===== config.mk =====
export PLATFORM = sky130hd
export DESIGN_NAME = prefetch_buffer
export DESIGN_NICKNAME = d
export VERILOG_FILES = /design/src/hdl/prefetch_pkg.sv /design/src/hdl/fetch_addr_gen.sv /design/src/hdl/req_tracker.sv /design/src/hdl/fetch_fifo.sv /design/src/hdl/prefetch_buffer.sv
export SDC_FILE = /design/constraint.sdc
export NUM_CORES = 1
export LEC_CHECK = 0
export ABC_AREA = 1
export ABC_CLOCK_PERIOD_IN_PS = 1700
export BUFFER_PORTS_ARGS = -buffer_cell sky130_fd_sc_hd__buf_2
export CAP_MARGIN = 20
export CELL_PAD_IN_SITES_DETAIL_PLACEMENT = 1
export CELL_PAD_IN_SITES_GLOBAL_PLACEMENT = 2
export CORE_MARGIN = 1.5
export CORE_UTILIZATION = 29
export CTS_CLUSTER_SIZE = 40
export DETAILED_ROUTE_END_ITERATION = 16
export GPL_ROUTABILITY_DRIVEN = 1
export PLACE_DENSITY_LB_ADDON = 0.1
export SYNTH_ARGS = -nofsm -noshare
export SYNTH_HDL_FRONTEND = slang
export SYNTH_SLANG_ARGS = --single-unit

===== constraint.sdc =====
create_clock -name clk_i -period 1.7 [get_ports clk_i]
set_input_delay 0.255 -clock clk_i [delete_from_list [all_inputs] [get_ports clk_i]]
set_output_delay 0.255 -clock clk_i [all_outputs]
set_load 0.03 [all_outputs]

===== src/hdl/prefetch_pkg.sv =====
////////////////////////////////////////
// Shared sizes and word types for the instruction prefetch buffer
// Every block refers to these by scoped names
////////////////////////////////////////

`default_nettype none

package prefetch_pkg;

  // Width of a byte address and of one instruction word
  localparam int unsigned AddrWidth = 32;
  localparam int unsigned WordWidth = 32;

  // Most bus requests that may be granted but not yet answered
  localparam int unsigned NumReqs = 2;

  // FIFO holds one entry per outstanding request plus one for the core
  localparam int unsigned FifoDepth = NumReqs + 1;

  // Address bits below word granularity and the step between words
  localparam int unsigned WordLsb = 2;
  localparam int unsigned WordBytes = 4;

  typedef logic [AddrWidth-1:0] addr_t;
  typedef logic [WordWidth-1:0] word_t;

endpackage

`default_nettype wire


===== src/hdl/fetch_addr_gen.sv =====
////////////////////////////////////////
// Fetch address generation for the prefetch buffer
// Keeps the next word to fetch and the address of a held request
////////////////////////////////////////

`timescale 1ns/1ps
`default_nettype none

module fetch_addr_gen (
  input  logic                clk_i,
  input  logic                rst_ni,
  input  logic                branch_i,
  input  prefetch_pkg::addr_t addr_i,
  input  logic                new_req_i,
  input  logic                held_req_i,
  input  logic                gnt_i,
  output prefetch_pkg::addr_t instr_addr_o
);

  logic                fresh_req;
  prefetch_pkg::addr_t target_addr;
  prefetch_pkg::addr_t fetch_addr_q;
  prefetch_pkg::addr_t stored_addr_q;

  // A request counts as fresh only when nothing is held on the bus
  assign fresh_req = new_req_i & ~held_req_i;

  // Branch targets lose their sub-word bits on entry
  assign target_addr = {addr_i[prefetch_pkg::AddrWidth-1:prefetch_pkg::WordLsb],
                        {prefetch_pkg::WordLsb{1'b0}}};

  // Held request wins so the bus address stays put until granted
  // A branch shows its target at once, otherwise the next fetch address goes out
  assign instr_addr_o = held_req_i ? stored_addr_q :
                        branch_i   ? target_addr   :
                                     fetch_addr_q;

  // Next fetch address loads the target on a branch
  // Each fresh request moves it on by one word, also in the branch cycle
  always_ff @(posedge clk_i or negedge rst_ni) begin
    if (!rst_ni) begin
      fetch_addr_q <= '0;
    end else if (branch_i) begin
      fetch_addr_q <= fresh_req ? target_addr + prefetch_pkg::addr_t'(prefetch_pkg::WordBytes)
                                : target_addr;
    end else if (fresh_req) begin
      fetch_addr_q <= fetch_addr_q + prefetch_pkg::addr_t'(prefetch_pkg::WordBytes);
    end
  end

  // Capture what went out on the bus when the memory did not grant it
  always_ff @(posedge clk_i or negedge rst_ni) begin
    if (!rst_ni) begin
      stored_addr_q <= '0;
    end else if (fresh_req && !gnt_i) begin
      stored_addr_q <= instr_addr_o;
    end
  end

endmodule

`default_nettype wire


===== src/hdl/req_tracker.sv =====
////////////////////////////////////////
// Bus request control for the prefetch buffer
// Issues fetches, holds ungranted ones and tracks outstanding responses
////////////////////////////////////////

`timescale 1ns/1ps
`default_nettype none

module req_tracker (
  input  logic                             clk_i,
  input  logic                             rst_ni,
  input  logic                             req_i,
  input  logic                             branch_i,
  input  logic                             gnt_i,
  input  logic                             rvalid_i,
  input  logic [prefetch_pkg::NumReqs-1:0] fifo_busy_i,
  output logic                             new_req_o,
  output logic                             held_req_o,
  output logic                             bus_req_o,
  output logic                             push_valid_o,
  output logic                             busy_o
);

  logic [prefetch_pkg::NumReqs-1:0] outstanding_q;
  logic [prefetch_pkg::NumReqs-1:0] outstanding_n;
  logic [prefetch_pkg::NumReqs-1:0] outstanding_rev;
  logic [prefetch_pkg::NumReqs-1:0] discard_q;
  logic [prefetch_pkg::NumReqs-1:0] discard_n;
  logic [prefetch_pkg::NumReqs-1:0] slot_enter;
  logic                             fifo_ready;
  logic                             granted;
  logic                             held_q;
  logic                             held_discard_q;
  logic                             held_discard_d;

  ////////////////////////////////////////
  // Request issue
  ////////////////////////////////////////

  // Outstanding slots fill from slot 0, so reversing them lets them stack
  // down from the top of the FIFO fill state
  always_comb begin
    for (int i = 0; i < prefetch_pkg::NumReqs; i++) begin
      outstanding_rev[i] = outstanding_q[prefetch_pkg::NumReqs-1-i];
    end
  end

  // There is room while at least one place is neither filled nor promised
  assign fifo_ready = ~&(fifo_busy_i | outstanding_rev);

  // A branch flushes the FIFO, so it may fetch regardless of fill state
  // The last slot must still be free to track the response
  assign new_req_o = req_i & (fifo_ready | branch_i) & ~outstanding_q[prefetch_pkg::NumReqs-1];

  assign bus_req_o  = held_q | new_req_o;
  assign held_req_o = held_q;
  assign granted    = bus_req_o & gnt_i;

  // A held request cannot be withdrawn, so a branch only marks it for discard
  assign held_discard_d = held_q & (branch_i | held_discard_q);

  ////////////////////////////////////////
  // Outstanding queue
  ////////////////////////////////////////

  // A grant takes the lowest free slot, the one just above the last filled one
  assign slot_enter = {prefetch_pkg::NumReqs{granted}} & ~outstanding_q &
                      {outstanding_q[prefetch_pkg::NumReqs-2:0], 1'b1};

  assign outstanding_n = outstanding_q | slot_enter;

  // Discard marks come from a cancelled held request or a branch
  // while the slot is already waiting for its response
  assign discard_n = discard_q |
                     (slot_enter & {prefetch_pkg::NumReqs{held_discard_d}}) |
                     (outstanding_q & {prefetch_pkg::NumReqs{branch_i}});

  // Responses return in grant order, so the oldest sits in slot 0
  assign push_valid_o = rvalid_i & ~discard_q[0];

  assign busy_o = (|outstanding_q) | bus_req_o;

  always_ff @(posedge clk_i or negedge rst_ni) begin
    if (!rst_ni) begin
      held_q         <= 1'b0;
      held_discard_q <= 1'b0;
      outstanding_q  <= '0;
      discard_q      <= '0;
    end else begin
      held_q         <= bus_req_o & ~gnt_i;
      held_discard_q <= held_discard_d;
      // Each response retires slot 0 and moves the rest down
      if (rvalid_i) begin
        outstanding_q <= {1'b0, outstanding_n[prefetch_pkg::NumReqs-1:1]};
        discard_q     <= {1'b0, discard_n[prefetch_pkg::NumReqs-1:1]};
      end else begin
        outstanding_q <= outstanding_n;
        discard_q     <= discard_n;
      end
    end
  end

endmodule

`default_nettype wire


===== src/hdl/fetch_fifo.sv =====
////////////////////////////////////////
// Compacting word FIFO between the bus and the core
// Entry 0 is the head, an empty FIFO passes its input straight through
////////////////////////////////////////

`timescale 1ns/1ps
`default_nettype none

module fetch_fifo (
  input  logic                             clk_i,
  input  logic                             rst_ni,
  input  logic                             clear_i,
  input  prefetch_pkg::addr_t              clear_addr_i,
  input  logic                             in_valid_i,
  input  prefetch_pkg::word_t              in_rdata_i,
  input  logic                             in_err_i,
  input  logic                             out_ready_i,
  output logic [prefetch_pkg::NumReqs-1:0] busy_o,
  output logic                             out_valid_o,
  output prefetch_pkg::word_t              out_rdata_o,
  output prefetch_pkg::addr_t              out_addr_o,
  output logic                             out_err_o
);

  logic [prefetch_pkg::FifoDepth-1:0] valid_q;
  logic [prefetch_pkg::FifoDepth-1:0] valid_pushed;
  logic [prefetch_pkg::FifoDepth-1:0] valid_shifted;
  logic [prefetch_pkg::FifoDepth-1:0] lowest_free;
  logic [prefetch_pkg::FifoDepth-1:0] entry_en;
  logic [prefetch_pkg::FifoDepth-1:0] err_q;
  logic [prefetch_pkg::FifoDepth-1:0] err_d;
  prefetch_pkg::word_t [prefetch_pkg::FifoDepth-1:0] rdata_q;
  prefetch_pkg::word_t [prefetch_pkg::FifoDepth-1:0] rdata_d;
  prefetch_pkg::addr_t head_addr_q;
  logic                pop;

  ////////////////////////////////////////
  // Output side
  ////////////////////////////////////////

  // Nothing is offered in a branch cycle since the contents belong to the old stream
  assign out_valid_o = ~clear_i & (valid_q[0] | in_valid_i);
  assign out_rdata_o = valid_q[0] ? rdata_q[0] : in_rdata_i;
  assign out_err_o   = valid_q[0] ? err_q[0] : in_err_i;
  assign out_addr_o  = head_addr_q;

  assign pop = out_valid_o & out_ready_i;

  // Upper entries tell the request logic how close the FIFO is to full
  assign busy_o = valid_q[prefetch_pkg::FifoDepth-1 -: prefetch_pkg::NumReqs];

  ////////////////////////////////////////
  // Fill state
  ////////////////////////////////////////

  // Entries stay packed from 0, so the first free one sits above the last valid one
  assign lowest_free  = ~valid_q & {valid_q[prefetch_pkg::FifoDepth-2:0], 1'b1};
  assign valid_pushed = valid_q | (lowest_free & {prefetch_pkg::FifoDepth{in_valid_i}});

  // A pop moves every entry one place towards the head
  assign valid_shifted = {1'b0, valid_pushed[prefetch_pkg::FifoDepth-1:1]};

  // Without a pop only the lowest free entry is written
  assign entry_en = pop ? valid_shifted
                        : lowest_free & {prefetch_pkg::FifoDepth{in_valid_i}};

  // Each entry takes its upper neighbour when that holds data, else the input word
  for (genvar i = 0; i < prefetch_pkg::FifoDepth; i++) begin : g_entry
    if (i < prefetch_pkg::FifoDepth - 1) begin : g_lower
      assign rdata_d[i] = valid_q[i+1] ? rdata_q[i+1] : in_rdata_i;
      assign err_d[i]   = valid_q[i+1] ? err_q[i+1] : in_err_i;
    end else begin : g_top
      assign rdata_d[i] = in_rdata_i;
      assign err_d[i]   = in_err_i;
    end

    always_ff @(posedge clk_i or negedge rst_ni) begin
      if (!rst_ni) begin
        rdata_q[i] <= '0;
        err_q[i]   <= 1'b0;
      end else if (entry_en[i]) begin
        rdata_q[i] <= rdata_d[i];
        err_q[i]   <= err_d[i];
      end
    end
  end

  // Clear drops every entry, including a word pushed in the same cycle
  always_ff @(posedge clk_i or negedge rst_ni) begin
    if (!rst_ni) begin
      valid_q <= '0;
    end else if (clear_i) begin
      valid_q <= '0;
    end else begin
      valid_q <= pop ? valid_shifted : valid_pushed;
    end
  end

  ////////////////////////////////////////
  // Head address
  ////////////////////////////////////////

  // Address of the oldest word, restarted at the word-aligned target on a flush
  always_ff @(posedge clk_i or negedge rst_ni) begin
    if (!rst_ni) begin
      head_addr_q <= '0;
    end else if (clear_i) begin
      head_addr_q <= {clear_addr_i[prefetch_pkg::AddrWidth-1:prefetch_pkg::WordLsb],
                      {prefetch_pkg::WordLsb{1'b0}}};
    end else if (pop) begin
      head_addr_q <= head_addr_q + prefetch_pkg::addr_t'(prefetch_pkg::WordBytes);
    end
  end

endmodule

`default_nettype wire


===== src/hdl/prefetch_buffer.sv =====
////////////////////////////////////////
// Instruction prefetch buffer top level
// Joins request control, address generation and the word FIFO
////////////////////////////////////////

`timescale 1ns/1ps
`default_nettype none

module prefetch_buffer (
  input  logic                clk_i,
  input  logic                rst_ni,
  // Core side
  input  logic                req_i,
  input  logic                branch_i,
  input  prefetch_pkg::addr_t addr_i,
  input  logic                ready_i,
  output logic                valid_o,
  output prefetch_pkg::word_t rdata_o,
  output prefetch_pkg::addr_t addr_o,
  output logic                err_o,
  output logic                busy_o,
  // Instruction bus
  output logic                instr_req_o,
  output prefetch_pkg::addr_t instr_addr_o,
  input  logic                instr_gnt_i,
  input  logic                instr_rvalid_i,
  input  prefetch_pkg::word_t instr_rdata_i,
  input  logic                instr_err_i
);

  logic                             new_req;
  logic                             held_req;
  logic                             push_valid;
  logic [prefetch_pkg::NumReqs-1:0] fifo_busy;

  req_tracker u_req_tracker (
    .clk_i        (clk_i),
    .rst_ni       (rst_ni),
    .req_i        (req_i),
    .branch_i     (branch_i),
    .gnt_i        (instr_gnt_i),
    .rvalid_i     (instr_rvalid_i),
    .fifo_busy_i  (fifo_busy),
    .new_req_o    (new_req),
    .held_req_o   (held_req),
    .bus_req_o    (instr_req_o),
    .push_valid_o (push_valid),
    .busy_o       (busy_o)
  );

  fetch_addr_gen u_fetch_addr_gen (
    .clk_i        (clk_i),
    .rst_ni       (rst_ni),
    .branch_i     (branch_i),
    .addr_i       (addr_i),
    .new_req_i    (new_req),
    .held_req_i   (held_req),
    .gnt_i        (instr_gnt_i),
    .instr_addr_o (instr_addr_o)
  );

  // A branch flushes the FIFO and restarts its head address at the target
  fetch_fifo u_fetch_fifo (
    .clk_i        (clk_i),
    .rst_ni       (rst_ni),
    .clear_i      (branch_i),
    .clear_addr_i (addr_i),
    .in_valid_i   (push_valid),
    .in_rdata_i   (instr_rdata_i),
    .in_err_i     (instr_err_i),
    .out_ready_i  (ready_i),
    .busy_o       (fifo_busy),
    .out_valid_o  (valid_o),
    .out_rdata_o  (rdata_o),
    .out_addr_o   (addr_o),
    .out_err_o    (err_o)
  );

endmodule

`default_nettype wire


==> flow_metrics.py <==
metrics = {
    "status": {
        "status": "finished, violations left",
        "violations": "setup timing",
    },
    "final_layout": {
        "multi_input_area_mm2": 0.00788,
        "area_delta_synth_final_pct": 66.8,
        "layout-drive-gt1-share_pct": 40.8,
        "diodes": 0,
        "nets": 2231,
        "fillers": 4751,
        "seqCellArea_mm2": 0.00501,
        "stdcell_count": 2692,
    },
    "synthesis": {
        "synth_edf_count": 0,
        "synth_ff_type": "dfrtp_1",
        "ys_warn_count": 0,
        "ys_ff_latch": 200,
        "synthTopCellsByArea": "dfrtp_1 (42%), nand2_1 (18%), o21ai_0 (8.9%), nor2_1 (5.4%), inv_1 (5.2%)",
        "netlist_instances": 1717,
        "yosysTopAreaCell": "dfrtp_1",
        "ys_async_sr_fraction_pct": 100,
        "yosysTopAreaCellShare_pct": 42.3,
        "synth_cell_types": 44,
        "synth_area_per_cell_um2": 6.89,
        "syn_area_mm2": 0.0118,
        "seq_area_frac_synth_pct": 42.3,
        "synthTopCellsByCount": "nand2_1 (569), o21ai_0 (210), dfrtp_1 (200)",
        "synthMostInstantiatedCell": "nand2_1",
    },
    "worst_setup_path": {
        "max_stage_delay_ns": 0.49,
        "startpoint_type": "flip-flop",
        "critPathKind": "reg2out",
        "endpoint_kind": "output port",
        "cp.required_ns": 1.44,
        "cp-startpoint": "u_fetch_addr_gen.fetch_addr_q[13]",
        "arrival_ns": 1.65,
        "crit_slowest_cell": "dfrtp_1",
        "r2r_cells": 11,
        "crit_fanout": 5,
        "crit_chain": "buf_4 -> nand2_1 -> a31oi_4 -> buf_6",
        "r2r_start": "u_fetch_fifo.valid_q[1]",
    },
    "hold_path": {
        "min-delay-path-class": "in2reg",
        "min_from": "instr_gnt_i",
        "hold_depth": 2,
    },
    "timing": {
        "finalHoldViolCount": 0,
        "fin_tns_setup_ns": -25.04,
        "skew_ns": 0.0134,
        "finalWorstSetupSlack_ns": -0.200,
        "period_minus_slack_ns": 1.90,
        "rsz0062_at_grt": "yes",
        "hold_ws_ns": 0.0456,
        "fmax_ghz": 0.526,
        "report.final.slew_viol_count": 0,
        "period_share_pct": 112,
        "setup_viol": 249,
    },
    "clocking": {
        "cts_max_path_buffers": 2,
        "clk_pin_slew_ns": 0.08,
        "clk_latency_ns": 0.47,
        "cts_inserted_buffers": 17,
        "clockRootBuffer": "clkbuf_16",
        "cts_tree": "yes",
        "htree_levels": 4,
        "cts_num_sinks": 200,
    },
    "placement": {
        "dp_cells": 2555,
        "io_buffers": 167,
        "dpl.hpwl_mm": 35.2,
        "place_congestion": 0.854,
    },
    "global_route": {
        "grt_max_degree": 70,
        "overflow": 0,
        "track_usage_pct": 24.6,
        "grt_pass1_wl_mm": 78.8,
        "grt_pass1_vias": 13800,
        "antenna_found_initial": 0,
    },
    "drt": {
        "ant_nets": 0,
        "drc": 0,
        "drtIter0Drc": 570,
        "wirelength_mm": 55.6,
        "post_drt_wl_per_cell_um": 20.7,
        "dr.pass1.iters": 5,
        "vias": 13500,
        "vias_per_cell": 5.01,
    },
    "power": {
        "switching_power_mw": 7.43,
        "p_per_area_mw_per_mm2": 973,
        "seqPwrFrac_pct": 38.4,
        "leakagePower_nw": 9.20,
        "switching_share_pct": 38.7,
        "ir_worst_vdd_v": 0.000669,
        "clock_power_share_pct": 22.1,
        "power.internal_mw": 11.8,
        "comb_power_share_pct": 39.5,
    },
    "die": {
        "num_rows": 73,
        "die_x_um": 205,
        "die_y_um": 205,
        "core_mm2": 0.0400,
        "io_pins": 172,
        "start_util_pct": 29.6,
        "die_area_mm2": 0.0420,
    },
    "flow_run": {
        "drv_cap": 0,
    },
}
[power groups by stage]
stage	sequential (mW)	clock (mW)	combinational (mW)
6_report	7.37	4.24	7.57
5_1_grt	7.52	4.48	8.22
4_1_cts	6.99	4.35	6.17
3_5_place_dp	7.00	0	5.02
3_3_place_gp	6.94	0	4.87
2_1_floorplan	6.99	0	2.88
[per-layer routing]
| layer | share of wire (%) | GRT usage [%] | up-vias | routed length [um] |
|---|---|---|---|---|
| li1 | - | - | 6440 | - |
| met2 | 53 | 44.7 | 201 | 29600 |
| met1 | 43 | 30.9 | 6799 | 23700 |
| met5 | 0 | 0 | - | 0 |
| met4 | 1.9 | 6.80 | 0 | 1050 |
| met3 | 2.2 | 2.35 | 51 | 1200 |
[cell type report]
class,count,area share (%)
sequential,200,25.4
timing repair buffer,501,25.1
multi-input combinational,1265,39.9
inverter,171,3.37
tap,525,3.33
clock buffer,20,2.26
clock inverter,10,0.622
[logic make-up after synthesis]
logic type	Yosys count	synth area share, %
AOI/OAI and AO/OA	333	15.2
xor gates and xnor gates	32	2.37
adders and majority gates	3	0.317
buffers and inverters	254	9.14
DFF	200	42.3
other	1	0.0317
and+or+nand+nor	894	30.6
[timing repair]
action,in CTS,in global routing
buffers inserted,36,36
hold endpoints to repair,36,0
gates cloned,19,25
resized for setup,421,398
hold buffers,1,0
pin swaps,42,78
setup endpoints to repair,238,252
[worst max-delay path, delay by kind of cell, from the launching register on]
family | cells | cell delay (ns)
flip-flops | 1 | 0.49
buffers and inverters | 2 | 0.32
AO/OA/AOI/OAI | 1 | 0.23
AND/OR/NAND/NOR | 1 | 0.14
[layout by cell type (no fill, tap or decap), types with 32 or more instances in the layout]
master	Yosys	layout
a21oi_2	2	39
buf_12	0	32
buf_2	19	101
buf_4	13	227
buf_6	7	98
clkbuf_16	0	35
dfrtp_1	200	193
inv_1	165	157
nand2_1	569	491
nand2_2	3	42
nand2_4	0	36
nand3_1	86	68
nor2_1	170	86
nor2_4	1	64
o21ai_0	210	100
o21ai_1	7	45
o21ai_4	0	53
[final timing paths]
| kind | endpoint | slack, ns |
|---|---|---|
| max | instr_addr_o[13] | -0.20 |
| min reg2reg | u_fetch_addr_gen.stored_addr_q[1] | 0.47 |
| max reg2reg | u_fetch_addr_gen.stored_addr_q[19] | -0.19 |
| min | u_req_tracker.held_req_o | 0.05 |
| max in group asynchronous | u_fetch_fifo.rdata_q[28] | 0.71 |
| min in group asynchronous | u_fetch_fifo.rdata_q[10] | 0.30 |
[registers in the layout, indices dropped and copies added (netlist names)]
register	flops
u_req_tracker.held_req_o	1
u_fetch_addr_gen.fetch_addr_q	30
u_fetch_addr_gen.stored_addr_q	32
u_req_tracker.outstanding_q	2
u_fetch_fifo.valid_q	3
u_fetch_fifo.rdata_q	96
u_req_tracker.discard_q	2
u_fetch_fifo.out_addr_o	30
u_req_tracker.held_discard_q	1
u_fetch_fifo.err_q	3
[per-stage QoR]
stage	power [mW]	setup slack, ns	utilization [%]	area, um2
global route	20.2	-0.269	49.3	19700
detailed placement	12.0	-0.219	37.1	14900
CTS	17.5	-0.282	43.9	17600
global placement	11.8	-0.139	37.1	14900
floorplan	9.87	-0.0440	-	11900
finish	19.2	-0.200	49.3	19700
No activity file was read; power rests on OpenSTA's default activity.
